===== config.mk =====
export PLATFORM = sky130hd
export DESIGN_NAME = msi_axil_top
export DESIGN_NICKNAME = d
export VERILOG_FILES = /design/src/hw/msi_pkg.sv /design/src/hw/msi_cfg_if.sv /design/src/hw/msi_cfg_regs.sv /design/src/hw/msi_irq_pending.sv /design/src/hw/msi_axil_writer.sv /design/src/hw/msi_axil_top.sv
export SDC_FILE = /design/constraint.sdc
export NUM_CORES = 1
export LEC_CHECK = 0
export ABC_AREA = 1
export BUFFER_PORTS_ARGS = -buffer_cell sky130_fd_sc_hd__buf_2
export CORE_ASPECT_RATIO = 0.7
export CORE_MARGIN = 2
export CORE_UTILIZATION = 60
export CTS_CLUSTER_SIZE = 12
export DETAILED_ROUTE_END_ITERATION = 8
export GPL_ROUTABILITY_DRIVEN = 0
export PLACE_DENSITY = 0.82
export SYNTH_ARGS = -nofsm -noshare
export SYNTH_HDL_FRONTEND = slang
export SYNTH_SLANG_ARGS = --single-unit
export TNS_END_PERCENT = 100

===== constraint.sdc =====
create_clock -name clk -period 21.6 [get_ports clk]
set_input_delay 4.32 -clock clk [delete_from_list [all_inputs] [get_ports clk]]
set_output_delay 4.32 -clock clk [all_outputs]
set_load 0.01 [all_outputs]

===== src/hw/msi_pkg.sv =====
// MSI generator shared definitions
package msi_pkg;

  // AXI4-Lite initiator widths
  localparam int ADDR_WIDTH = 40;
  localparam int DATA_WIDTH = 64;
  localparam int STRB_WIDTH = 8;
  localparam int RESP_WIDTH = 2;

  // Interrupt lines and destination table
  localparam int NUM_IRQ = 4;
  localparam int IRQ_IDX_WIDTH = $clog2(NUM_IRQ);
  localparam int NUM_DEST = 2;
  localparam int DEST_IDX_WIDTH = 1;

  // Message fields
  localparam int DEVICE_ID_WIDTH = 16;
  localparam int EVENT_ID_WIDTH = 16;
  localparam int THROTTLE_WIDTH = 16;

  // Configuration port
  localparam int CFG_ADDR_WIDTH = 8;
  // Register stride is 8 bytes
  localparam int REG_SHIFT = 3;

  // Field positions in REG_THROTTLE
  localparam int THR_EN_BIT = 0;
  localparam int THR_LSB = 16;

  // Field positions in REG_IRQn
  localparam int IRQ_EVENT_LSB = 0;
  localparam int IRQ_DEVICE_LSB = 16;
  localparam int IRQ_DEST_LSB = 32;
  localparam int IRQ_EN_BIT = 63;

  // Event id occupies the low four bytes of the write
  localparam logic [STRB_WIDTH-1:0] MSG_WSTRB = 8'h0f;

  typedef enum logic [RESP_WIDTH-1:0] {
    OKAY   = 2'b00,
    EXOKAY = 2'b01,
    SLVERR = 2'b10,
    DECERR = 2'b11
  } msi_resp_e;

  typedef enum logic [CFG_ADDR_WIDTH-1:0] {
    REG_THROTTLE = 8'h00,
    REG_DEST0    = 8'h08,
    REG_DEST1    = 8'h10,
    REG_IRQ0     = 8'h20,
    REG_IRQ1     = 8'h28,
    REG_IRQ2     = 8'h30,
    REG_IRQ3     = 8'h38
  } msi_reg_e;

  typedef enum logic [1:0] {
    IDLE,
    SEND,
    RESP
  } msi_wr_state_e;

endpackage


===== src/hw/msi_cfg_if.sv =====
// MSI configuration bundle
interface msi_cfg_if;
  import msi_pkg::*;

  // Destination base addresses
  logic [NUM_DEST-1:0][ADDR_WIDTH-1:0] dest_addr;

  // Per-line settings
  logic [NUM_IRQ-1:0] irq_enable;
  logic [NUM_IRQ-1:0][DEST_IDX_WIDTH-1:0] dest_idx;
  logic [NUM_IRQ-1:0][DEVICE_ID_WIDTH-1:0] device_id;
  logic [NUM_IRQ-1:0][EVENT_ID_WIDTH-1:0] event_id;

  // Message spacing
  logic throttle_en;
  logic [THROTTLE_WIDTH-1:0] throttle_threshold;

  modport regs (
    output dest_addr, irq_enable, dest_idx, device_id, event_id,
    output throttle_en, throttle_threshold
  );

  modport pending (
    input irq_enable
  );

  modport writer (
    input dest_addr, dest_idx, device_id, event_id,
    input throttle_en, throttle_threshold
  );

endinterface


===== src/hw/msi_cfg_regs.sv =====
// MSI configuration registers
module msi_cfg_regs (
  input  logic                                clk,
  input  logic                                rst,
  input  logic                                cfg_we,
  input  logic [msi_pkg::CFG_ADDR_WIDTH-1:0]  cfg_addr,
  input  logic [msi_pkg::DATA_WIDTH-1:0]      cfg_wdata,
  msi_cfg_if.regs                             cfg
);
  import msi_pkg::*;

  logic [NUM_DEST-1:0][ADDR_WIDTH-1:0]       dest_addr_q;
  logic [NUM_IRQ-1:0]                        irq_enable_q;
  logic [NUM_IRQ-1:0][DEST_IDX_WIDTH-1:0]    dest_idx_q;
  logic [NUM_IRQ-1:0][DEVICE_ID_WIDTH-1:0]   device_id_q;
  logic [NUM_IRQ-1:0][EVENT_ID_WIDTH-1:0]    event_id_q;
  logic                                      throttle_en_q;
  logic [THROTTLE_WIDTH-1:0]                 threshold_q;

  // Line number addressed by a REG_IRQn offset
  logic [IRQ_IDX_WIDTH-1:0] irq_sel;

  assign irq_sel = IRQ_IDX_WIDTH'((cfg_addr - CFG_ADDR_WIDTH'(REG_IRQ0)) >> REG_SHIFT);

  always_ff @(posedge clk or posedge rst) begin
    if (rst) begin
      dest_addr_q   <= '0;
      irq_enable_q  <= '0;
      dest_idx_q    <= '0;
      device_id_q   <= '0;
      event_id_q    <= '0;
      throttle_en_q <= 1'b0;
      threshold_q   <= '0;
    end else if (cfg_we) begin
      case (cfg_addr)
        REG_THROTTLE: begin
          throttle_en_q <= cfg_wdata[THR_EN_BIT];
          threshold_q   <= cfg_wdata[THR_LSB +: THROTTLE_WIDTH];
        end
        REG_DEST0: begin
          dest_addr_q[0] <= cfg_wdata[ADDR_WIDTH-1:0];
        end
        REG_DEST1: begin
          dest_addr_q[1] <= cfg_wdata[ADDR_WIDTH-1:0];
        end
        REG_IRQ0, REG_IRQ1, REG_IRQ2, REG_IRQ3: begin
          event_id_q[irq_sel]   <= cfg_wdata[IRQ_EVENT_LSB +: EVENT_ID_WIDTH];
          device_id_q[irq_sel]  <= cfg_wdata[IRQ_DEVICE_LSB +: DEVICE_ID_WIDTH];
          dest_idx_q[irq_sel]   <= cfg_wdata[IRQ_DEST_LSB +: DEST_IDX_WIDTH];
          irq_enable_q[irq_sel] <= cfg_wdata[IRQ_EN_BIT];
        end
        // Unmapped offsets fall through untouched
        default: begin
        end
      endcase
    end
  end

  assign cfg.dest_addr          = dest_addr_q;
  assign cfg.irq_enable         = irq_enable_q;
  assign cfg.dest_idx           = dest_idx_q;
  assign cfg.device_id          = device_id_q;
  assign cfg.event_id           = event_id_q;
  assign cfg.throttle_en        = throttle_en_q;
  assign cfg.throttle_threshold = threshold_q;

  // Enabled throttle with a zero threshold silently acts as no throttle
  a_throttle_threshold: assert property (
    @(posedge clk) disable iff (rst)
    (cfg_we && cfg_addr == REG_THROTTLE) |=> !(throttle_en_q && threshold_q == '0)
  ) else $warning("throttle enabled with zero threshold");

endmodule


===== src/hw/msi_irq_pending.sv =====
// Interrupt edge capture and arbitration
module msi_irq_pending (
  input  logic                               clk,
  input  logic                               rst,
  input  logic [msi_pkg::NUM_IRQ-1:0]        irq,
  input  logic                               req_grant,
  msi_cfg_if.pending                         cfg,
  output logic                               req_valid,
  output logic [msi_pkg::IRQ_IDX_WIDTH-1:0]  req_irq
);
  import msi_pkg::*;

  logic [NUM_IRQ-1:0]       irq_q;
  logic [NUM_IRQ-1:0]       rise_q;
  logic [NUM_IRQ-1:0]       pending_q;
  logic [NUM_IRQ-1:0]       grant_mask;
  logic [IRQ_IDX_WIDTH-1:0] rr_ptr_q;

  // Edges seen on enabled lines, registered once
  always_ff @(posedge clk or posedge rst) begin
    if (rst) begin
      irq_q  <= '0;
      rise_q <= '0;
    end else begin
      irq_q  <= irq;
      rise_q <= irq & ~irq_q & cfg.irq_enable;
    end
  end

  assign grant_mask = req_grant ? (NUM_IRQ'(1) << req_irq) : '0;

  // An edge landing on the grant cycle merges with the message being sent
  always_ff @(posedge clk or posedge rst) begin
    if (rst) begin
      pending_q <= '0;
    end else begin
      pending_q <= (pending_q | rise_q) & ~grant_mask;
    end
  end

  // Pointer moves to one past the granted line
  always_ff @(posedge clk or posedge rst) begin
    if (rst) begin
      rr_ptr_q <= '0;
    end else if (req_grant) begin
      if (req_irq == IRQ_IDX_WIDTH'(NUM_IRQ - 1)) begin
        rr_ptr_q <= '0;
      end else begin
        rr_ptr_q <= req_irq + 1'b1;
      end
    end
  end

  // Search downward so the nearest pending line at or after the pointer wins
  always_comb begin
    logic [IRQ_IDX_WIDTH-1:0] cand;
    req_irq = rr_ptr_q;
    for (int off = NUM_IRQ - 1; off >= 0; off--) begin
      cand = IRQ_IDX_WIDTH'((int'(rr_ptr_q) + off) % NUM_IRQ);
      if (pending_q[cand]) begin
        req_irq = cand;
      end
    end
  end

  assign req_valid = |pending_q;

  // Writer must only grant while a line is waiting
  a_grant_valid: assert property (
    @(posedge clk) disable iff (rst)
    req_grant |-> req_valid
  );

endmodule


===== src/hw/msi_axil_writer.sv =====
// AXI4-Lite MSI write sequencer
module msi_axil_writer (
  input  logic                                clk,
  input  logic                                rst,
  input  logic                                req_valid,
  input  logic [msi_pkg::IRQ_IDX_WIDTH-1:0]   req_irq,
  msi_cfg_if.writer                           cfg,
  output logic                                req_grant,
  // AW channel
  output logic [msi_pkg::ADDR_WIDTH-1:0]      init_awaddr,
  output logic                                init_awvalid,
  input  logic                                init_awready,
  // W channel
  output logic [msi_pkg::DATA_WIDTH-1:0]      init_wdata,
  output logic [msi_pkg::STRB_WIDTH-1:0]      init_wstrb,
  output logic                                init_wvalid,
  input  logic                                init_wready,
  // B channel
  input  msi_pkg::msi_resp_e                  init_bresp,
  input  logic                                init_bvalid,
  output logic                                init_bready,
  output logic                                error
);
  import msi_pkg::*;

  msi_wr_state_e             state_q;
  logic                      awvalid_q;
  logic                      wvalid_q;
  logic                      error_q;
  logic [ADDR_WIDTH-1:0]     awaddr_q;
  logic [DATA_WIDTH-1:0]     wdata_q;
  logic [ADDR_WIDTH-1:0]     msg_addr;
  logic [DATA_WIDTH-1:0]     msg_data;
  logic [THROTTLE_WIDTH-1:0] throttle_cnt_q;
  logic                      throttle_active;
  logic                      aw_done;
  logic                      w_done;

  // Base of the selected destination plus device id in 32-bit words
  assign msg_addr = cfg.dest_addr[cfg.dest_idx[req_irq]]
                  + {{(ADDR_WIDTH - DEVICE_ID_WIDTH - 2){1'b0}}, cfg.device_id[req_irq], 2'b00};
  assign msg_data = {{(DATA_WIDTH - EVENT_ID_WIDTH){1'b0}}, cfg.event_id[req_irq]};

  assign req_grant = (state_q == IDLE) && req_valid && (throttle_cnt_q == '0);

  // Channel finished once its valid has dropped or is taken this cycle
  assign aw_done = !awvalid_q || init_awready;
  assign w_done  = !wvalid_q || init_wready;

  always_ff @(posedge clk or posedge rst) begin
    if (rst) begin
      state_q   <= IDLE;
      awvalid_q <= 1'b0;
      wvalid_q  <= 1'b0;
      error_q   <= 1'b0;
    end else begin
      error_q <= 1'b0;
      case (state_q)
        IDLE: begin
          if (req_grant) begin
            state_q   <= SEND;
            awvalid_q <= 1'b1;
            wvalid_q  <= 1'b1;
          end
        end
        SEND: begin
          if (awvalid_q && init_awready) begin
            awvalid_q <= 1'b0;
          end
          if (wvalid_q && init_wready) begin
            wvalid_q <= 1'b0;
          end
          if (aw_done && w_done) begin
            state_q <= RESP;
          end
        end
        RESP: begin
          if (init_bvalid) begin
            state_q <= IDLE;
            error_q <= (init_bresp != OKAY);
          end
        end
        default: begin
          state_q <= IDLE;
        end
      endcase
    end
  end

  // Message payload captured at the grant
  always_ff @(posedge clk) begin
    if (req_grant) begin
      awaddr_q <= msg_addr;
      wdata_q  <= msg_data;
    end
  end

  // Zero threshold means no spacing
  assign throttle_active = cfg.throttle_en && (cfg.throttle_threshold != '0);

  always_ff @(posedge clk or posedge rst) begin
    if (rst) begin
      throttle_cnt_q <= '0;
    end else if (req_grant && throttle_active) begin
      throttle_cnt_q <= cfg.throttle_threshold - 1'b1;
    end else if (throttle_cnt_q != '0) begin
      throttle_cnt_q <= throttle_cnt_q - 1'b1;
    end
  end

  assign init_awaddr  = awaddr_q;
  assign init_awvalid = awvalid_q;
  assign init_wdata   = wdata_q;
  assign init_wstrb   = MSG_WSTRB;
  assign init_wvalid  = wvalid_q;
  assign init_bready  = (state_q == RESP);
  assign error        = error_q;

  // Payload held while the target stalls
  a_awaddr_stable: assert property (
    @(posedge clk) disable iff (rst)
    (init_awvalid && !init_awready) |=> $stable(init_awaddr)
  );
  a_wdata_stable: assert property (
    @(posedge clk) disable iff (rst)
    (init_wvalid && !init_wready) |=> $stable(init_wdata)
  );

  // No new message start inside the throttle window
  a_throttle_gap: assert property (
    @(posedge clk) disable iff (rst)
    (throttle_cnt_q != '0) |=> !$rose(init_awvalid)
  );

endmodule


===== src/hw/msi_axil_top.sv =====
// AXI4-Lite MSI generator top
module msi_axil_top (
  input  logic                                clk,
  input  logic                                rst,
  // Configuration write port
  input  logic                                cfg_we,
  input  logic [msi_pkg::CFG_ADDR_WIDTH-1:0]  cfg_addr,
  input  logic [msi_pkg::DATA_WIDTH-1:0]      cfg_wdata,
  // Level interrupt lines
  input  logic [msi_pkg::NUM_IRQ-1:0]         irq,
  // AW channel
  output logic [msi_pkg::ADDR_WIDTH-1:0]      init_awaddr,
  output logic                                init_awvalid,
  input  logic                                init_awready,
  // W channel
  output logic [msi_pkg::DATA_WIDTH-1:0]      init_wdata,
  output logic [msi_pkg::STRB_WIDTH-1:0]      init_wstrb,
  output logic                                init_wvalid,
  input  logic                                init_wready,
  // B channel
  input  msi_pkg::msi_resp_e                  init_bresp,
  input  logic                                init_bvalid,
  output logic                                init_bready,
  output logic                                error
);
  import msi_pkg::*;

  logic                     req_valid;
  logic [IRQ_IDX_WIDTH-1:0] req_irq;
  logic                     req_grant;

  msi_cfg_if cfg_bus ();

  msi_cfg_regs u_cfg_regs (
    .clk       (clk),
    .rst       (rst),
    .cfg_we    (cfg_we),
    .cfg_addr  (cfg_addr),
    .cfg_wdata (cfg_wdata),
    .cfg       (cfg_bus.regs)
  );

  msi_irq_pending u_irq_pending (
    .clk       (clk),
    .rst       (rst),
    .irq       (irq),
    .req_grant (req_grant),
    .cfg       (cfg_bus.pending),
    .req_valid (req_valid),
    .req_irq   (req_irq)
  );

  msi_axil_writer u_writer (
    .clk          (clk),
    .rst          (rst),
    .req_valid    (req_valid),
    .req_irq      (req_irq),
    .cfg          (cfg_bus.writer),
    .req_grant    (req_grant),
    .init_awaddr  (init_awaddr),
    .init_awvalid (init_awvalid),
    .init_awready (init_awready),
    .init_wdata   (init_wdata),
    .init_wstrb   (init_wstrb),
    .init_wvalid  (init_wvalid),
    .init_wready  (init_wready),
    .init_bresp   (init_bresp),
    .init_bvalid  (init_bvalid),
    .init_bready  (init_bready),
    .error        (error)
  );

endmodule


==> impl_metrics.toml, run 1 <==
[worst_setup_path]
required_ps = 21930
worst_path_most_repeated_cell = "nand2_1"
crit_arrival_ps = 6650
cp_max_fo = 40
cp-end-kind = "register"
start_kind = "register"
rrSetupSlack_ps = 15270
cp_slowest_cell = "clkinv_2"
worst_path_largest_cell_delay_ps = 720
crit_type = "register to register"

[sta]
hold_viol = 0
rsz0062_at_grt = "false"
report.final.slew_viol_count = 0
min_period_ps = 6330
final.setup_skew_ps = 11.0
fmax_mhz = 158
setup_viol = 0
fin_crit_sh_pct = 29.3
worst_pin_slew_ps = 1030
worst_slack_ps = 15270
relSlewSlack_pct = 30.9
tns_ps = 0

[power]
ir_worst_vdd_v = 0.0000818
fin_total_pwr_w = 0.00182
p_per_area_mw_per_mm2 = 109
p_leak_nw = 7.96

[synth]
ys_seq_area_share_pct = 55.2
netlist.area_leader.share_pct = 44.1
synth_area_leaders = "dfrtp_1 44%, nand2_1 12%, edfxtp_1 11%"
synth_top_area_cell = "dfrtp_1"
ys_ff_latch = 324
synthCells = 1732
yosys_warnings = 0
yosysUniqueCellTypes = 46
syn_area_mm2 = 0.0152
synth.avg_cell_area_um2 = 8.78

[layout]
fin_nets = 1922
layout_common_cells = "471 x nand2_1, 285 x o21ai_0, 268 x dfrtp_1, 121 x nor2_1"
layout-drive-gt1-share_pct = 12.3
final_common_cell = "nand2_1"
fillers = 2009
syn_to_final_growth_pct = 9.60
antennaDiodeCount = 0

[detailed_routing]
post_drt_via_cell_ratio = 5.54
vias = 12000
wl_per_cell_um = 16.3
drt_iter0_drc = 1182
finalWirelength_um = 35200
drc = 0
dr.pass1.iters = 6
drt.antenna.violating_nets = 0

[placed_design]
post-dp-hpwl_um = 22300
port_buffers = 120
dp_slack_ps = 14670

[floorplan]
start_util_pct = 61.4
die-area_mm2 = 0.0266
core_mm2 = 0.0247
io_pins = 200
die_y_um = 137
row_count = 48
die_w_um = 194

[clock_tree]
hold_buffers = 0
path_clk_slew_ps = 60
cts_resized = 0
htreeDepth = 1
cts_setup_buffers = 0
cts_tree = "done"
clk_latency_ps = 580
clkSinkCount = 324
cts_buffers = 31
cts-root-buf = "clkbuf_16"
clockBufferDepth = 3

[global_routing]
grt_max_degree = 138
grt_pass1_vias = 11300
grt_overflow = 0
track_usage_pct = 26.8
antenna_found_initial = 1
grt_first_pass_wirelength_um = 57200

[flow_run]
drv_cap = 0

[min_path]
min-delay-path-class = "register to register"

[status]
status = "complete, no violations"
==> area by class of cell <==
class | instances | area, um^2 | area share, %
inverter | 127 | 488 | 2.93
multi-input combinational | 1201 | 5800 | 34.8
tap | 325 | 407 | 2.44
clock inverter | 1 | 20.0 | 0.120
sequential | 324 | 8390 | 50.3
timing repair buffer | 131 | 683 | 4.10
clock buffer | 50 | 877 | 5.26
==> synthesized netlist by cell type (all sizes together) <==
| cell type | count |
|---|---|
| a21oi | 35 |
| or2 | 4 |
| o211ai | 1 |
| xnor2 | 12 |
| a31o | 1 |
| nand2 | 495 |
| o22ai | 18 |
| a211oi | 1 |
| o21ai | 296 |
| nor4 | 9 |
| a21boi | 3 |
| dfrtp | 268 |
| nor3 | 6 |
| xor2 | 24 |
| a31oi | 19 |
| nand3b | 1 |
| fa | 1 |
| nand3 | 41 |
| edfxtp | 56 |
| inv | 126 |
| nor2 | 130 |
| ha | 21 |
| clkbuf | 68 |
| clkinv | 1 |
| and2 | 1 |
| o21a | 17 |
| conb | 2 |
| nand4 | 7 |
| buf | 66 |
| nor3b | 2 |
==> critical path, delay by kind of cell, from the launching register on <==
kind | cells | cell delay [ps]
AO/OA/AOI/OAI | 5 | 1160
XOR/XNOR | 1 | 180
adder cells (fa/ha/maj) | 2 | 600
buffers and inverters | 4 | 980
flip-flops | 1 | 630
AND/OR/NAND/NOR | 16 | 2480
==> metrics by stage <==
step                      std cells  hold WS (ps)  cell area, um^2  utilization (%)
after global placement         2108           383            15800             63.7
final                          2159           396            16700             67.3
after detailed placement       2108           387            15800             63.7
after floorplan                1786           377            15400                -
after CTS                      2159           405            16700             67.3
after global routing           2159           412            16700             67.3
==> cells by family (layout without fill, tap and decap cells) <==
family	after synthesis	after routing	share of synthesized area, %
xor+xnor	36	36	2.07
buf+inv	261	309	8.12
compound gates	391	391	13.7
simple gates	696	696	19.0
flops	324	324	55.2
fa+ha+maj	22	22	1.86
other cells	2	56	0.0494
==> path summary, 6_finish.rpt <==
kind                                           start                           to  depth (start not counted)
setup / recovery           u_irq_pending.rr_ptr_q[0]     u_writer.init_awaddr[32]                         28
setup reg to reg           u_irq_pending.rr_ptr_q[0]     u_writer.init_awaddr[32]                         28
hold / removal                u_irq_pending.irq_q[0]      u_irq_pending.rise_q[0]                          1
hold reg to reg               u_irq_pending.irq_q[0]      u_irq_pending.rise_q[0]                          1
max in group asynchronous                        rst   u_writer.throttle_cnt_q[3]                          4
min in group asynchronous                        rst  u_cfg_regs.cfg.event_id[46]                          2
==> report_power, final <==
group,leakage [nW],internal (W),total [W],switching [W]
Sequential,4.16,0.000685,0.000707,0.0000229
Combinational,3.36,0.000185,0.000608,0.000423
Clock,0.432,0.000275,0.000500,0.000225
Total,7.96,0.00114,0.00182,0.000671
==> registers in the layout, summed over array words and instances, names as in the netlist <==
signal,count
u_cfg_regs.cfg.dest_addr,80
u_cfg_regs.cfg.device_id,64
u_cfg_regs.cfg.event_id,64
u_writer.init_awaddr,40
u_cfg_regs.cfg.throttle_threshold,16
u_writer.init_wdata,16
u_writer.throttle_cnt_q,16
u_cfg_regs.cfg.dest_idx,4
u_cfg_regs.cfg.irq_enable,4
u_irq_pending.irq_q,4
u_irq_pending.pending_q,4
u_irq_pending.rise_q,4
u_irq_pending.rr_ptr_q,2
u_writer.state_q,2
u_cfg_regs.cfg.throttle_en,1
u_writer.error,1
u_writer.init_awvalid,1
u_writer.init_wvalid,1
==> layer usage <==
metal	wire length (um)	global-route usage (%)	up-vias
met1	15700	38.5	5686
met5	0	0	-
met2	15800	43.0	515
met3	2890	4.41	69
met4	823	7.32	0
li1	-	-	5697
(Power assumes the default switching activity.)
==> run 2: changes to the inputs <==
--- a/config.mk
+++ b/config.mk
@@ -9,11 +9,11 @@
 export BUFFER_PORTS_ARGS = -buffer_cell sky130_fd_sc_hd__buf_2
 export CORE_ASPECT_RATIO = 0.7
 export CORE_MARGIN = 2
-export CORE_UTILIZATION = 60
+export CORE_UTILIZATION = 58
 export CTS_CLUSTER_SIZE = 12
 export DETAILED_ROUTE_END_ITERATION = 8
 export GPL_ROUTABILITY_DRIVEN = 0
-export PLACE_DENSITY = 0.82
+export PLACE_DENSITY = 0.8
 export SYNTH_ARGS = -nofsm -noshare
 export SYNTH_HDL_FRONTEND = slang
 export SYNTH_SLANG_ARGS = --single-unit
==> constraint.sdc (replaced) <==
create_clock -name clk -period 6.55 [get_ports clk]
set_input_delay 1.31 -clock clk [delete_from_list [all_inputs] [get_ports clk]]
set_output_delay 1.31 -clock clk [all_outputs]
set_load 0.01 [all_outputs]
==> run 2 against run 1 <==
Combinational power rose to 3.4 times the previous value. Highest routed layer unchanged. Clock power increased to 3.6 times the previous value. Sequential power rose to 3.3 times the previous value. Largest power group unchanged. Cell area rose by 1.2%. Clock skew is 7.2 ps higher.
==> impl_metrics.toml, run 2 (synthesis results as in run 1) <==
[sta]
final.setup_skew_ps = 18.3
min_period_ps = 5510
report.final.slew_viol_count = 0
rsz0062_at_grt = "false"
setup_viol = 0
tns_ps = 0
worst_slack_ps = 1040
fin_crit_sh_pct = 84.2
fmax_mhz = 181
worst_pin_slew_ps = 1220
relSlewSlack_pct = 18.7
hold_viol = 0

[placed_design]
placed_cell_area_mm2 = 0.0158
post-dp-hpwl_um = 23200
port_buffers = 120
dp_slack_ps = 1060

[worst_setup_path]
cp_slowest_cell = "dfrtp_1"
cp-end-kind = "register"
worst_path_most_repeated_cell = "nand2_1"
cp_max_fo = 48
r2r_start = "u_irq_pending.rr_ptr_q[0]"
worstReg2RegEnd = "u_writer.init_awaddr[38]"
worst_path_largest_cell_delay_ps = 620
rrSetupSlack_ps = 1040
r2r_cells = 28
crit_arrival_ps = 5740
start_kind = "register"
crit_type = "register to register"
crit_start = "u_irq_pending.rr_ptr_q[0]"
required_ps = 6780

[global_routing]
grt_max_degree = 150
grt_first_pass_wirelength_um = 58600
grt_pass1_vias = 11500
grt_overflow = 0
track_usage_pct = 26.6
antenna_found_initial = 0

[power]
pwr-share-clk_pct = 29.2
ir_worst_vdd_v = 0.000240
swShare_pct = 36.3
power_frac_comb_pct = 33.2
fin_total_pwr_w = 0.00621
p_leak_nw = 8.06
p_int_w = 0.00396
p_sw_w = 0.00226
pwr-share-seq_pct = 37.6
p_per_area_mw_per_mm2 = 368

[detailed_routing]
drc = 0
drt.antenna.violating_nets = 0
wl_per_cell_um = 16.4
drt_iter0_drc = 1133
finalWirelength_um = 35700
post_drt_via_cell_ratio = 5.49
dr.pass1.iters = 6
vias = 11900

[min_path]
min_from = "u_irq_pending.irq_q[3]"
hold_end = "u_irq_pending.rise_q[3]"
min_delay_path_depth = 1
min-delay-path-class = "register to register"

[clock_tree]
path_clk_slew_ps = 60
htreeDepth = 2
clk_latency_ps = 510
clkSinkCount = 324
cts-root-buf = "clkbuf_16"
cts_tree = "done"
clockBufferDepth = 3
cts_setup_buffers = 0
hold_buffers = 0
cts_buffers = 34
cts_resized = 0

[layout]
fin_area_mm2 = 0.0169
fin_util_pct = 65.5
fin_nets = 1930
syn_to_final_growth_pct = 10.9
antennaDiodeCount = 0
layout_common_cells = "471 x nand2_1, 285 x o21ai_0, 268 x dfrtp_1, 121 x nor2_1"
layout-drive-gt1-share_pct = 12.9
final_common_cell = "nand2_1"
largest_reg_flops = 80

[floorplan]
start_util_pct = 59.0
core_mm2 = 0.0257
die_w_um = 198
io_pins = 200
die_y_um = 139
die-area_mm2 = 0.0275
row_count = 49

[status]
status = "complete, no violations"

[flow_run]
drv_cap = 0
run 2: how the worst max path moves through the flow:
stage	to
after global placement	u_writer.init_awaddr[38]
after floorplan	u_cfg_regs.cfg.dest_addr[0]
final	u_writer.init_awaddr[38]
after CTS	u_writer.init_awaddr[38]
after global routing	u_writer.init_awaddr[38]
after detailed placement	u_writer.init_awaddr[38]
run 2: metal layers:
metal  vias up  GRT usage (%)  share of wire [%]  wire length [um]
met1      5717           38.1                 45             16000
met5         -              0                  0                 0
met4         0           8.51                2.3               819
met2       456           41.4                 45             16200
li1       5708              -                  -                 -
met3        63           5.04                7.6              2730
run 2: metrics by stage:
step | instances | hold slack [ps]
4_1_cts | 2176 | 395
3_3_place_gp | 2119 | 384
3_5_place_dp | 2119 | 387
5_1_grt | 2176 | 409
6_report | 2176 | 392
2_1_floorplan | 1786 | 377
run 2: final cells by class:
cell class	instances	area (um^2)
timing repair buffer	136	746
tap	331	414
multi-input combinational	1201	5800
inverter	127	484
clock buffer	55	1010
sequential	324	8390
clock inverter	2	17.5
fill	2085	8890
run 2: worst max-delay path: cells and delay by family (launching register included):
kind / cells / cell delay [ps]
AO/OA/AOI/OAI: 6 / 1340
flip-flops: 1 / 620
buffers and inverters: 4 / 1010
AND/OR/NAND/NOR: 16 / 1910
adder cells (fa/ha/maj): 1 / 260
XOR/XNOR: 1 / 80
run 2: power groups by stage:
stage / Combinational (W) / Clock [W] / Sequential [W]
6_report: 0.00206 / 0.00182 / 0.00233
5_1_grt: 0.00229 / 0.00193 / 0.00235
4_1_cts: 0.00205 / 0.00184 / 0.00233
3_5_place_dp: 0.00203 / 0 / 0.00237
3_3_place_gp: 0.00198 / 0 / 0.00236
2_1_floorplan: 0.00154 / 0 / 0.00235
==> run 3: changes to the inputs <==
--- a/config.mk
+++ b/config.mk
@@ -5,15 +5,15 @@
 export SDC_FILE = /design/constraint.sdc
 export NUM_CORES = 1
 export LEC_CHECK = 0
-export ABC_AREA = 1
+export ABC_AREA = 0
 export BUFFER_PORTS_ARGS = -buffer_cell sky130_fd_sc_hd__buf_2
 export CORE_ASPECT_RATIO = 0.7
 export CORE_MARGIN = 2
-export CORE_UTILIZATION = 58
+export CORE_UTILIZATION = 53
 export CTS_CLUSTER_SIZE = 12
 export DETAILED_ROUTE_END_ITERATION = 8
 export GPL_ROUTABILITY_DRIVEN = 0
-export PLACE_DENSITY = 0.8
+export PLACE_DENSITY = 0.77
 export SYNTH_ARGS = -nofsm -noshare
 export SYNTH_HDL_FRONTEND = slang
 export SYNTH_SLANG_ARGS = --single-unit
==> constraint.sdc (replaced) <==
create_clock -name clk -period 4.5 [get_ports clk]
set_input_delay 0.9 -clock clk [delete_from_list [all_inputs] [get_ports clk]]
set_output_delay 0.9 -clock clk [all_outputs]
set_load 0.01 [all_outputs]
==> run 3 against run 2 <==
The flow now finishes with violations (negative setup slack). Clock skew fell by 2.2 ps. Setup slack got worse by 1000 ps. Non-clock buffer count rose by 38. First-iteration DRC count fell by 40%. Largest cell class unchanged.
==> impl_metrics.toml, run 3 <==
[clock_tree]
clkSinkCount = 324
clockBufferDepth = 3
cts_tree = "done"
htreeDepth = 2
cts_buffers = 34
cts-root-buf = "clkbuf_16"
path_clk_slew_ps = 60
clk_latency_ps = 520

[detailed_routing]
drt.antenna.violating_nets = 0
finalWirelength_um = 35000
drc = 0
post_drt_via_cell_ratio = 5.65
dr.pass1.iters = 5
vias = 9505
drt_iter0_drc = 685
wl_per_cell_um = 20.8

[power]
ir_worst_vdd_v = 0.000253
p_per_area_mw_per_mm2 = 408
p_leak_nw = 8.36

[placed_design]
port_buffers = 120
post-dp-hpwl_um = 21200
placed_cell_area_mm2 = 0.0164

[synth]
synth.avg_cell_area_um2 = 13.8
synth_simple_gate_area_share_pct = 6.74
yosysMostFrequentCell = "dfrtp_1"
ys_seq_area_share_pct = 54.8
synth_top_area_cell = "dfrtp_1"
synth_edf_count = 56
synth_top_family_by_area = "multiplexers"
netlist.area_leader.share_pct = 43.8
ys_async_sr_fraction_pct = 82.7
synth_area_leaders = "dfrtp_1 44%, mux2_2 19%, edfxtp_1 11%"
syn_area_mm2 = 0.0153
synthTopCellsByCount = "268 x dfrtp_1, 252 x mux2_2, 61 x buf_4, 56 x edfxtp_1, 45 x nor2_1"
synth_xor_xnor_area_share_pct = 3.14
yosys_warnings = 0
yosysUniqueCellTypes = 70
muxShareOfSynthArea_pct = 24.7
ys.flop_type = "dfrtp_1"
ys_ff_latch = 324
synthCells = 1113
synth-compound-area-share_pct = 4.45
synth-adder-area-share_pct = 1.85

[layout]
fin_util_pct = 63.5
final_common_cell = "dfrtp_1"
fin_nets = 1384
layout_common_cells = "267 x dfrtp_1, 250 x mux2_2, 120 x buf_2, 56 x conb_1, 56 x edfxtp_1"
layout-drive-gt1-share_pct = 45.0
fin_area_mm2 = 0.0182
syn_to_final_growth_pct = 18.9
largest_reg_flops = 80

[min_path]
min-delay-path-class = "register to register"
min_delay_path_depth = 1

[sta]
tns_ps = -7.88
rsz0062_at_grt = "true"
fmax_mhz = 222
fin_crit_sh_pct = 100
min_period_ps = 4510
relSlewSlack_pct = 45.4
worst_slack_ps = -7.88
report.final.slew_viol_count = 0
setup_viol = 1
hold_viol = 0
worst_pin_slew_ps = 818
whs_ps = 413
final.setup_skew_ps = 16.1

[global_routing]
grt_overflow = 0
track_usage_pct = 21.8
grt_max_degree = 86
antenna_found_initial = 1
grt_first_pass_wirelength_um = 52200
grt_pass1_vias = 9493

[worst_setup_path]
start_kind = "register"
cp_max_fo = 8
required_ps = 4770
cp-end-kind = "register"
crit_type = "register to register"
r2r_cells = 18
crit_arrival_ps = 4780

[floorplan]
die_y_um = 146
die_w_um = 207
core_mm2 = 0.0287
io_pins = 200
row_count = 52
die-area_mm2 = 0.0303
start_util_pct = 53.4

[status]
status = "finished, violations left"
violations = "negative setup slack"

[flow_run]
drv_cap = 0
[run 3: cell count changes after synthesis, moves of 13 or more]
cell / previous run / this run
clkbuf_1: 68 / 24
xnor2_1: 12 / 27
nand2_1: 476 / 36
inv_1: 122 / 14
mux2i_1: 0 / 20
a31oi_1: 19 / 5
mux4_2: 0 / 33
o21a_1: 17 / 1
o21ai_0: 285 / 20
mux2_2: 0 / 252
nand3_1: 34 / 21
nand2_2: 14 / 0
nor2_1: 121 / 45
[run 3: final timing paths]
kind,start,to,slack (ps)
worst min register to register,u_irq_pending.irq_q[3],u_irq_pending.rise_q[3],410
max in group asynchronous,rst,u_cfg_regs.cfg.dest_addr[75],3060
min in group asynchronous,rst,u_cfg_regs.cfg.event_id[16],550
worst max register to register,u_irq_pending.pending_q[0],u_writer.init_awaddr[20],-8
worst max-delay path,u_irq_pending.pending_q[0],u_writer.init_awaddr[20],-8
worst min-delay path,u_irq_pending.irq_q[3],u_irq_pending.rise_q[3],410
[run 3: stage by stage]
step	setup WS, ps	total power, W	instances
after floorplan	6.51	0.00424	1167
after global placement	-61.4	0.00450	1598
after detailed placement	-213	0.00455	1598
after CTS	-15.2	0.00735	1658
after global routing	-132	0.00774	1680
final	-7.88	0.00742	1681
[run 3: cell families (layout without fill, tap and decap cells)]
| kind of cell | Yosys count | after routing |
|---|---|---|
| compound gates | 108 | 108 |
| mux | 305 | 305 |
| buf+inv | 113 | 248 |
| fa+ha+maj | 22 | 22 |
| xor+xnor | 55 | 55 |
| simple gates | 184 | 184 |
| flops | 324 | 324 |
| other cells | 2 | 57 |
[run 3: critical path: stages, from the launching register on]
cell	delay, ps
dfrtp_1	420
inv_2	90
o22ai_2	70
a222oi_1	450
buf_4	200
mux4_2	670
mux2_4	370
ha_4	170
fa_2	390
a21oi_4	190
o21ai_4	90
a21oi_4	210
a31oi_4	140
a21boi_4	240
buf_12	130
clkbuf_16	140
nor2_2	40
xnor2_1	150
mux2i_1	100
[run 3: routing by layer]
layer,vias up,GRT usage [%],wire length [um]
li1,4295,-,-
met2,262,33.7,16600
met1,4905,32.0,15900
met4,0,4.71,534
met3,43,4.56,1950
met5,-,0,0
[run 3: cell type report]
class	instances	area, um^2
diodes	1	2.50
clock buffers	58	1060
clock inverters	2	35.0
fillers	2112	10500
inverters	14	56.3
multi-input cells	730	6990
flip-flops and latches	324	8390
well taps	378	473
repair buffers	174	1210
[run 3: timing repair]
action	4_1_cts	5_1_grt
gates cloned	0	5
setup endpoints to repair	13	20
pin swaps	4	27
resized for setup	11	82
hold buffers	0	0
buffers inserted	0	17
[run 3: power by group]
group          switching (W)  internal, W  total, W
Combinational       0.000697     0.000597   0.00129
Clock                0.00114      0.00166   0.00280
Sequential          0.000145      0.00319   0.00333
